**config.mk**
```make
export PLATFORM = sky130hd
export DESIGN_NAME = tcb_multiplexer
export DESIGN_NICKNAME = d
export VERILOG_FILES = /design/src/design/tcb_pkg.sv /design/src/design/tcb_multiplexer.sv
export VERILOG_INCLUDE_DIRS = /design/src /design/src/design
export SDC_FILE = /design/constraint.sdc
export NUM_CORES = 1
export LEC_CHECK = 0
export BUFFER_PORTS_ARGS = -buffer_cell sky130_fd_sc_hd__buf_2
export CAP_MARGIN = 20
export CORE_AREA = 2 2 96 98
export DETAILED_ROUTE_END_ITERATION = 7
export DIE_AREA = 0 0 98 100
export MAX_ROUTING_LAYER = met4
export PLACE_DENSITY = 0.61
export REMOVE_ABC_BUFFERS = 1
export SLEW_MARGIN = 40
export SYNTH_ARGS = -nofsm -noshare
export SYNTH_HDL_FRONTEND = slang
export SYNTH_SLANG_ARGS = --single-unit
```
**constraint.sdc**
```tcl
create_clock -name man -period 1.7 [get_ports man]
set_input_delay 0.255 -clock man [delete_from_list [all_inputs] [get_ports man]]
set_output_delay 0.255 -clock man [all_outputs]
set_load 0.1 [all_outputs]
```
**src/design/tcb_consts.svh**
```systemverilog
// bus widths, memory depth and manager count for the shared-memory subsystem
// include in any file that sizes a bus field or an array
`ifndef TCB_CONSTS_SVH
`define TCB_CONSTS_SVH

//////////////////////////////////////////////////
// bus fields
//////////////////////////////////////////////////

// word address, no byte offset bits
`define TCB_ADR_W 8

// data word
`define TCB_DAT_W 32

// one enable per data byte
`define TCB_BEN_W 4

//////////////////////////////////////////////////
// memory
//////////////////////////////////////////////////

// words actually present
// word addresses above this and up to 255 answer with err
`define TCB_MEM_WORDS 192

//////////////////////////////////////////////////
// interconnect
//////////////////////////////////////////////////

// peer managers at the top level
// also the default width of the arbiter and multiplexer
`define TCB_MGR_N 2

`endif

```
**src/design/tcb_pkg.sv**
```systemverilog
// shared types of the bus: opcodes, request and response structs, memory states
// import inside module bodies, use scoped names in port lists
`include "tcb_consts.svh"

package tcb_pkg;

  //////////////////////////////////////////////////
  // opcode
  //////////////////////////////////////////////////

  // single bit, write when set
  typedef enum logic {
    OP_READ  = 1'b0,  // register word into response
    OP_WRITE = 1'b1   // store enabled bytes
  } tcb_op_e;

  //////////////////////////////////////////////////
  // request
  //////////////////////////////////////////////////

  // 45 bits in all
  // held stable by the manager while vld is high and rdy low
  typedef struct packed {
    tcb_op_e               op;   // read or write
    logic [`TCB_ADR_W-1:0] adr;  // word address
    logic [`TCB_BEN_W-1:0] ben;  // byte enables
    logic [`TCB_DAT_W-1:0] wdt;  // write data
  } tcb_req_t;

  //////////////////////////////////////////////////
  // response
  //////////////////////////////////////////////////

  // 33 bits
  // valid in the cycle after the transfer edge
  typedef struct packed {
    logic [`TCB_DAT_W-1:0] rdt;  // read data, zero for writes
    logic                  err;  // address beyond memory depth
  } tcb_rsp_t;

  //////////////////////////////////////////////////
  // memory access FSM
  //////////////////////////////////////////////////

  // idle accepts reads, full writes and errors directly
  // merge is the second cycle of a partial write
  typedef enum logic {
    MEM_IDLE  = 1'b0,
    MEM_MERGE = 1'b1
  } mem_state_e;

endpackage

```
**src/design/tcb_multiplexer.sv**
```systemverilog
// steers the granted manager's request to the memory and routes the
// delayed response back to the manager that issued it
module tcb_multiplexer #(
  parameter  int unsigned SPN = 2,
  localparam int unsigned SPL = (SPN > 1) ? $clog2(SPN) : 1
)(
  input  logic              man,              // clock
  input  logic              rst_n,
  input  logic [SPL-1:0]    sel,              // grant from arbiter
  // manager side
  input  logic [SPN-1:0]    mgr_vld,
  input  tcb_pkg::tcb_req_t mgr_req [SPN-1:0],
  output logic [SPN-1:0]    mgr_rdy,
  output tcb_pkg::tcb_rsp_t mgr_rsp [SPN-1:0],
  // memory side
  output logic              mem_vld,
  output tcb_pkg::tcb_req_t mem_req,
  input  logic              mem_rdy,
  input  tcb_pkg::tcb_rsp_t mem_rsp,
  // handshake completion
  output logic              trn
);

  //////////////////////////////////////////////////
  // request path
  //////////////////////////////////////////////////

  // zero cycle pass through of the granted manager
  assign mem_vld = mgr_vld[sel];
  assign mem_req = mgr_req[sel];

  // transfer on the shared side, also rotates the arbiter
  assign trn = mem_vld & mem_rdy;

  //////////////////////////////////////////////////
  // response select
  //////////////////////////////////////////////////

  logic [SPL-1:0] rsp_sel;  // owner of the response in flight

  // captured at the transfer edge, so a new request from another
  // manager can be accepted while this response returns
  always_ff @(posedge man or negedge rst_n) begin
    if (!rst_n) begin
      rsp_sel <= '0;
    end else if (trn) begin
      rsp_sel <= sel;
    end
  end

  //////////////////////////////////////////////////
  // per manager fan-out
  //////////////////////////////////////////////////

  generate
    for (genvar i = 0; i < SPN; i++) begin : gen_mgr
      // waiting managers see rdy low
      assign mgr_rdy[i] = (sel == SPL'(i)) ? mem_rdy : 1'b0;
      // others read a zero response
      assign mgr_rsp[i] = (rsp_sel == SPL'(i)) ? mem_rsp : '0;
    end
  endgenerate

endmodule

```
; After elaboration in Yosys (flattened, before gate mapping)
; Cells that the tools add are included.
[totals]
reg_bits = 1
input_bits = 129
out_inout_bits = 115
elab_cells = 11
[classes]
n_lt_le_gt_ge = 1
mux = 8
bitwise = 1
[ops]
columns = cell, n
row1 = $mux W45, 2
row2 = $mux W33, 2
row3 = $mux W1, 4
row4 = $lt A1 B2 Y1 const B, 1
row5 = $and A1 B1 Y1, 1

; Depth between registers and ports, before layout
; Gate-level depths: netlist of run 1.
[depth]
ltp_word = 3
mapped_depth = 3
mapped_depth_nobuf = 2

; Worst setup path after synthesis of run 1
; Ideal clock, no wire load.
[synth_timing]
path_kind = register -> output
from = register rsp_sel
to = output port mgr_rsp[11] (netlist name)
t_arrival_ns = 2.071
t_required_ns = 1.445
path_slack_ns = -0.626
stages_incl_launch_ff = 4
path_buffers = 2
path_cell_list = dfrtp_1 > clkbuf_4 > buf_2 > nor2b_1
[synth_rtl]
columns = element, line
row1 = "start, declared", tcb_multiplexer.sv:39  ; logic [SPL-1:0] rsp_sel;
row2 = "start signal, assigned", tcb_multiplexer.sv:47  ; rsp_sel <= sel;
row3 = "end, declared", tcb_multiplexer.sv:14  ; output tcb_pkg::tcb_rsp_t mgr_rsp [SPN-1:0],

==> impl_metrics.ini, run 1 <==
[outcome]
outcome = finished clean

[clock_tree]
path_clk_slew_ns = 0
holdBufCountCts = 0
cts_resized = 0
clk_latency_ns = 0
postCtsSetupRepairBufs = 0

[synthesis]
post_synth_fa_ha_maj_area_fraction_pct = 0
synth_top_family_by_area = multiplexers
synth-seq-cells = 1
yosysWarnings = 0
synthSimpleGateAreaFrac_pct = 38.1
syn_area_sq_um = 1150
synth_compound_area_share_pct = 1.42
postSynthCellCount = 131
synth_cell_types = 15
muxShareOfSynthArea_pct = 50.7
syn_avg_cell_area_sq_um = 8.77
synth_seq_area_share_pct = 2.18
synth-xor-area-share_pct = 0

[power_and_ir_drop]
irDropWorstVdd_mv = 0.420
power.density_nw_per_um2 = 786
power_mw = 3.23
power_leakage_nw = 1.99

[timing]
tightest_slew_ns = 0.489
hold_viol = 0
setup_viol = 0
fin_crit_ns = 1.48
rsz0062_at_grt = false
fmaxAchievable_mhz = 676
finalClockSkew_ns = 0
slew_headroom_pct = 67.6
fin_ws_ns = 0.222
finalCritPeriodShare_pct = 87.0
slew_viol_final = 0

[floorplanning]
die_width_microns = 98
core_sq_um = 8890
die-area_sq_um = 9800
ios = 244
start_util_pct = 12.9
die_h_microns = 100
row_count = 35

[layout]
largest_reg_flops = 1
seq_area_sq_um = 25.0
fill_cells = 814
nets = 496
layout_commonest_cell = buf_2
final_cell_mix = buf_2, buf_12, and2_1
final_area_sq_um = 4120
syn_to_final_growth_pct = 258
drive_gt1_share_pct = 80.0
multiInputGateArea_sq_um = 1040
fin_util_pct = 46.3
top_regs = rsp_sel (1)
largest_register = rsp_sel

[route]
antenna_left = 0
drc_errors = 0
vias = 1815
via_per_inst = 3.81
wl_per_cell_microns = 15.8
drt_first_pass_iters = 4
wl_microns = 7520
drt_iter0_drc = 25

[worst_setup_path]
critPathMaxFanout = 31
arrival_ns = 1.22
worst_setup_path_start_kind = input pin
cp_common_cell = buf_12
crit_chain = buf_2 > buf_12 > mux2_2 > buf_12
max_stage_delay_ns = 0.39
end_kind = output port
critPathKind = input pin to output port
crit_required_ns = 1.44
slowest_stage = mux2_2

[placed_design]
gp_congestion = 0.774
hpwl_microns = 7090
io_buffers = 243
post-place-ws_ns = 0.226
placed_cell_area_sq_um = 4110

[global_routing]
grt_first_pass_wirelength_microns = 10500
grt_max_degree = 69
track_usage_pct = 14.2
grt_use_met1_pct = 16.2
top_usage_layer = met2
grt_util_met2_pct = 27.3
grt_pass1_vias = 1919
met3_usage_pct = 2.51
overflow = 0
antenna_found_initial = 1

[job]
cap_violations = 0

[min_path]
hp-class = input pin to async pin
[worst max-delay path, delay by kind of cell]
family   cells  cell delay, ns
mux          1            0.39
buf+inv      3            0.56
[stage by stage]
step | hold slack [ns] | instances | setup TNS, ns
2_1_floorplan | -0.0406 | 119 | -45.78
3_3_place_gp | 0.0320 | 476 | 0
3_5_place_dp | 0.0342 | 476 | 0
4_1_cts | 0.0342 | 476 | 0
5_1_grt | 0.0355 | 477 | 0
6_report | 0.0332 | 477 | 0
[kinds of logic (layout without fill, tap and decap cells)]
kind of cell | Yosys count | count (layout)
buffers and inverters | 12 | 246
DFF | 1 | 1
muxes | 46 | 46
other | 0 | 1
and+or+nand+nor | 70 | 70
AOI/OAI and AO/OA | 2 | 2
[report_power, final]
group,internal (mW),total [mW],switching (mW),leakage (nW)
combinational,1.11,3.20,2.09,1.98
clock,0.0000000787,0.0000000787,0,0.00000634
sequential,0.0271,0.0294,0.00226,0.0104
[synth_stat cells]
cell type	number	area (sq um)
nor2b_1	32	200
mux2_4	17	255
clkbuf_1	2	7.51
a21o_1	1	7.51
nand2_1	1	3.75
dfrtp_1	1	25.0
buf_8	1	15.0
and2b_1	2	15.0
clkbuf_4	1	7.51
mux2_2	29	327
buf_2	4	20.0
buf_6	2	22.5
a22o_1	1	8.76
buf_4	2	15.0
and2_1	35	219
[worst paths after layout]
check	from	endpoint	slack [ns]	cells past startpoint
min in group man	mgr_vld[0]	rsp_sel	0.57	3
max in group asynchronous	rst_n	rsp_sel	1.58	1
max reg2reg	rsp_sel	rsp_sel	0.62	3
min	rst_n	rsp_sel	0.03	1
max	sel	mem_req[0]	0.22	4
min reg2reg	rsp_sel	rsp_sel	0.79	2
[metal layers]
layer	wire length (microns)	vias to the layer above
met1	2750	784
met4	56	0
met5	0	-
met2	4120	124
li1	-	905
met3	596	2
[layout make-up]
class | instances | area share (%)
flip-flops and latches | 1 | 0.608
well taps | 111 | 3.37
diodes | 1 | 0.0608
repair buffers | 246 | 70.8
multi-input cells | 118 | 25.2
(Power assumes the default switching activity.)
==> run 2: changes to the inputs <==
--- a/config.mk
+++ b/config.mk
@@ -8,11 +8,11 @@
 export LEC_CHECK = 0
 export BUFFER_PORTS_ARGS = -buffer_cell sky130_fd_sc_hd__buf_2
 export CAP_MARGIN = 20
-export CORE_AREA = 2 2 96 98
+export CORE_AREA = 3 3 94 96
 export DETAILED_ROUTE_END_ITERATION = 7
-export DIE_AREA = 0 0 98 100
+export DIE_AREA = 0 0 97 99
 export MAX_ROUTING_LAYER = met4
-export PLACE_DENSITY = 0.61
+export PLACE_DENSITY = 0.64
 export REMOVE_ABC_BUFFERS = 1
 export SLEW_MARGIN = 40
 export SYNTH_ARGS = -nofsm -noshare
==> run 2 against run 1 <==
  * Register-to-register slack gained 0.17 ns
  * Critical path depth is the same
  * Utilization grew 2.9 points
  * Cell area shrank 2.7%
  * First-iteration DRC count shrank 36%
  * Via count grew 1.5%
  * Critical endpoint is now trn
  * Highest routed layer is now met3
==> impl_metrics.ini, run 2 (synthesis results as in run 1) <==
[power_and_ir_drop]
internal_power_mw = 1.11
swShare_pct = 65.3
combPwrFrac_pct = 99.0
power.density_nw_per_um2 = 797
clkPwrFrac_pct = 0
p_sw_mw = 2.08
power_leakage_nw = 1.96
seqPwrFrac_pct = 1.0
irDropWorstVdd_mv = 0.394

[worst_setup_path]
critPathKind = input pin to output port
critPathMaxFanout = 3
arrival_ns = 1.24
worst_setup_path_start_kind = input pin
critPathLaunch = sel
end_kind = output port
r2r-start = rsp_sel
regToRegSetupSlack_ns = 0.79
crit_required_ns = 1.44

[layout]
n_antenna_cell = 0
largest_reg_flops = 1
final_area_sq_um = 4000
final_cell_mix = buf_2, buf_12, and2_1
largest_register = rsp_sel
layout_commonest_cell = buf_2
top_regs = rsp_sel (1)
fill_cells = 704
nets = 496
drive_gt1_share_pct = 80.0
syn_to_final_growth_pct = 248

[clock_tree]
cts_resized = 0
postCtsSetupRepairBufs = 0
holdBufCountCts = 0
path_clk_slew_ns = 0
clk_latency_ns = 0

[timing]
fmaxAchievable_mhz = 669
fin_crit_ns = 1.50
finalCritPeriodShare_pct = 87.9
slew_headroom_pct = 67.4
rsz0062_at_grt = false
worst_hold_slack_ns = 0.0342
fin_ws_ns = 0.205
tightest_slew_ns = 0.493
hold_viol = 0
slew_viol_final = 0
finalClockSkew_ns = 0
setup_viol = 0

[floorplanning]
ios = 244
die_h_microns = 99
die-area_sq_um = 9600
core_sq_um = 8130
start_util_pct = 14.1
row_count = 33
die_width_microns = 97

[global_routing]
grt_first_pass_wirelength_microns = 10300
grt_pass1_vias = 1901
overflow = 0
grt_max_degree = 67
antenna_found_initial = 0
track_usage_pct = 13.5

[placed_design]
post-place-ws_ns = 0.208
gp_congestion = 0.768
io_buffers = 243
hpwl_microns = 6530
placed_cell_area_sq_um = 4000

[job]
cap_violations = 0

[route]
drc_errors = 0
drt_first_pass_iters = 4
wl_microns = 6910
vias = 1843
antenna_left = 0
via_per_inst = 3.92
drt_iter0_drc = 16
wl_per_cell_microns = 14.7

[min_path]
hp-class = input pin to async pin

[outcome]
outcome = finished clean
-- run 2: power by group through the flow --
stage / registers (mW) / clock network, mW / logic (mW)
finish: 0.0311 / 0 / 3.16
global route: 0.0317 / 0 / 3.23
CTS: 0.0311 / 0 / 3.18
detailed placement: 0.0311 / 0 / 3.18
global placement: 0.0310 / 0 / 3.15
floorplan: 0.0565 / 0 / 1.92
-- run 2: critical path, stage by stage --
cell,delay [ns]
buf_2,0.15
mux2_2,0.39
and2_1,0.16
buf_2,0.28
-- run 2: worst paths after layout --
check | endpoint | cells past startpoint
setup reg to reg | rsp_sel | 2
setup / recovery | trn | 4
min in group man | rsp_sel | 3
hold reg to reg | rsp_sel | 1
max in group asynchronous | rsp_sel | 1
hold / removal | rsp_sel | 1
-- run 2: metrics by stage --
stage	util [%]	setup TNS, ns	cells	total power, mW
4_1_cts	49.2	0	470	3.21
5_1_grt	49.2	0	470	3.27
2_1_floorplan	-	-45.78	119	1.97
6_report	49.2	0	470	3.19
3_3_place_gp	49.2	0	470	3.18
3_5_place_dp	49.2	0	470	3.21
-- run 2: layer usage --
metal | share of wire, % | wire (microns) | global-route usage, % | vias up
met2 | 55 | 3800 | 26.6 | 143
met1 | 36 | 2470 | 15.3 | 797
li1 | - | - | - | 903
met5 | 0 | 0 | - | -
met3 | 9.1 | 631 | 1.70 | 0
met4 | 0 | 0 | 0 | 0
-- run 2: layout make-up --
class	count	area [sq um]	share of cell area, %
timing repair buffer	246	2810	70.2
multi-input combinational	118	1040	25.9
tap	105	131	3.28
sequential	1	25.0	0.625
==> run 3: changes to the inputs <==
--- a/config.mk
+++ b/config.mk
@@ -6,13 +6,14 @@
 export SDC_FILE = /design/constraint.sdc
 export NUM_CORES = 1
 export LEC_CHECK = 0
+export ABC_AREA = 1
 export BUFFER_PORTS_ARGS = -buffer_cell sky130_fd_sc_hd__buf_2
 export CAP_MARGIN = 20
 export CORE_AREA = 3 3 94 96
 export DETAILED_ROUTE_END_ITERATION = 7
 export DIE_AREA = 0 0 97 99
 export MAX_ROUTING_LAYER = met4
-export PLACE_DENSITY = 0.64
+export PLACE_DENSITY = 0.65
 export REMOVE_ABC_BUFFERS = 1
 export SLEW_MARGIN = 40
 export SYNTH_ARGS = -nofsm -noshare
==> run 3 against run 2 <==
  * Cell area up 5.3%
  * Power up 4.3%
  * Worst hold slack worse by 0.0049 ns
  * Critical path depth up 2
  * Routed wire length up 12%
  * Synthesized area up 4.2%
  * Cell count up 35%
  * Critical path type unchanged
  * Critical endpoint is now mem_req[12]
  * Largest power group unchanged
==> impl_metrics.ini, run 3 <==
[route]
vias = 2522
via_per_inst = 3.97
antenna_left = 0
drt_first_pass_iters = 4
drt_iter0_drc = 68
drc_errors = 0
wl_microns = 7740
wl_per_cell_microns = 12.2

[worst_setup_path]
end_kind = output port
crit_required_ns = 1.44
critPathMaxFanout = 38
critPathKind = input pin to output port
critPathLaunch = sel
arrival_ns = 1.15
r2r-start = rsp_sel
rr_endpoint = rsp_sel
r2r_cells = 3
regToRegSetupSlack_ns = 0.88
worst_setup_path_start_kind = input pin

[timing]
rsz0062_at_grt = false
slew_headroom_pct = 68.0
finalCritPeriodShare_pct = 82.7
setup_viol = 0
fmaxAchievable_mhz = 711
fin_crit_ns = 1.41
tightest_slew_ns = 0.483
hold_viol = 0
finalClockSkew_ns = 0
slew_viol_final = 0

[layout]
top_regs = rsp_sel (1)
n_antenna_cell = 0
final_area_sq_um = 4220
largest_register = rsp_sel
drive_gt1_share_pct = 46.9
syn_to_final_growth_pct = 252
largest_reg_flops = 1
fin_cells = 636
final_cell_mix = nand2_1, buf_2, buf_12
fin_util_pct = 51.8
layout_commonest_cell = nand2_1
nets = 662

[synthesis]
synth_seq_area_share_pct = 2.09
syn_area_sq_um = 1200
yosysWarnings = 0
async_flop_share_pct = 100
syn_avg_cell_area_sq_um = 3.99
yosysTopAreaCellShare_pct = 54.9
yosysMostFrequentCell = nand2_1
synth_common_cells = nand2_1, inv_1, nor2_1
synth-edff-count = 0
synth-seq-cells = 1
yosys-top-cells-area = nand2_1, inv_1, nor2_1
synth_cell_types = 10
synth_top_cell_by_area = nand2_1
postSynthCellCount = 300
synthFlopType = dfrtp_1

[floorplanning]
start_util_pct = 14.7
row_count = 33
die_h_microns = 99
ios = 244
die_width_microns = 97
die-area_sq_um = 9600
core_sq_um = 8130

[clock_tree]
clk_latency_ns = 0
cts_resized = 0
holdBufCountCts = 0
path_clk_slew_ns = 0
postCtsSetupRepairBufs = 0

[power_and_ir_drop]
power.density_nw_per_um2 = 789
irDropWorstVdd_mv = 0.353
power_leakage_nw = 2.61

[outcome]
outcome = finished clean

[placed_design]
io_buffers = 243
dp.cells = 636
placed_cell_area_sq_um = 4220
gp_congestion = 0.785
hpwl_microns = 7060

[global_routing]
grt_first_pass_wirelength_microns = 11800
grt_pass1_vias = 2508
antenna_found_initial = 0
track_usage_pct = 15.3
grt_max_degree = 54
overflow = 0

[min_path]
hp-class = input pin to async pin

[job]
cap_violations = 0
[run 3: cell types whose count changed in the layout (fill, tap and decap cells not counted), sizes merged, moves of 2 or more]
| cell | before | now |
|---|---|---|
| nand2 | 1 | 175 |
| inv | 0 | 72 |
| mux2 | 46 | 0 |
| and2 | 35 | 0 |
| nor2 | 0 | 34 |
| nor2b | 32 | 0 |
| and2b | 2 | 0 |
[run 3: per-stage QoR]
step                      hold WS [ns]  power, mW  setup slack, ns  TNS (ns)
after CTS                       0.0309       3.35            0.296         0
final                           0.0294       3.33            0.294         0
after global placement          0.0296       3.33            0.289         0
after floorplan                -0.0406       2.00           -0.954    -49.89
after global routing            0.0322       3.43            0.219         0
after detailed placement        0.0306       3.35            0.297         0
[run 3: how the worst max path moves through the flow]
stage	end	slack, ns	depth (start not counted)
2_1_floorplan	mgr_rsp[0]	-0.95	1
3_3_place_gp	mem_req[6]	0.29	6
3_5_place_dp	mem_req[6]	0.30	6
4_1_cts	mem_req[6]	0.30	6
5_1_grt	mem_req[6]	0.22	6
6_report	mem_req[12]	0.29	6
[run 3: kinds of logic (layout without fill, tap and decap cells)]
family | after synthesis | count (layout) | synth area share (%)
simple gates | 210 | 210 | 65.9
buf+inv | 89 | 320 | 32.0
flops | 1 | 1 | 2.09
[run 3: critical path, cell delays in order]
cell     delay [ns]
buf_2          0.13
inv_2          0.15
buf_12         0.22
nand2_1        0.09
nand2_1        0.12
buf_12         0.18
[run 3: final cells by class]
type | count | area (sq um)
Timing Repair Buffer | 247 | 3000
Sequential cell | 1 | 26.3
Tap cell | 105 | 131
Multi-Input combinational cell | 210 | 790
Fill cell | 752 | 3920
Inverter | 73 | 274
[run 3: power breakdown]
group,switching [mW],leakage [nW],internal (mW)
Combinational,2.22,2.60,1.08
Sequential,0.00305,0.0113,0.0280
Clock,0,0,0
[run 3: metal layers]
layer	up-vias	track usage, %	wire (microns)
met3	8	2.69	737
met1	1082	17.6	2950
met2	156	28.1	3920
li1	1276	-	-
met4	0	2.38	144
met5	-	-	0
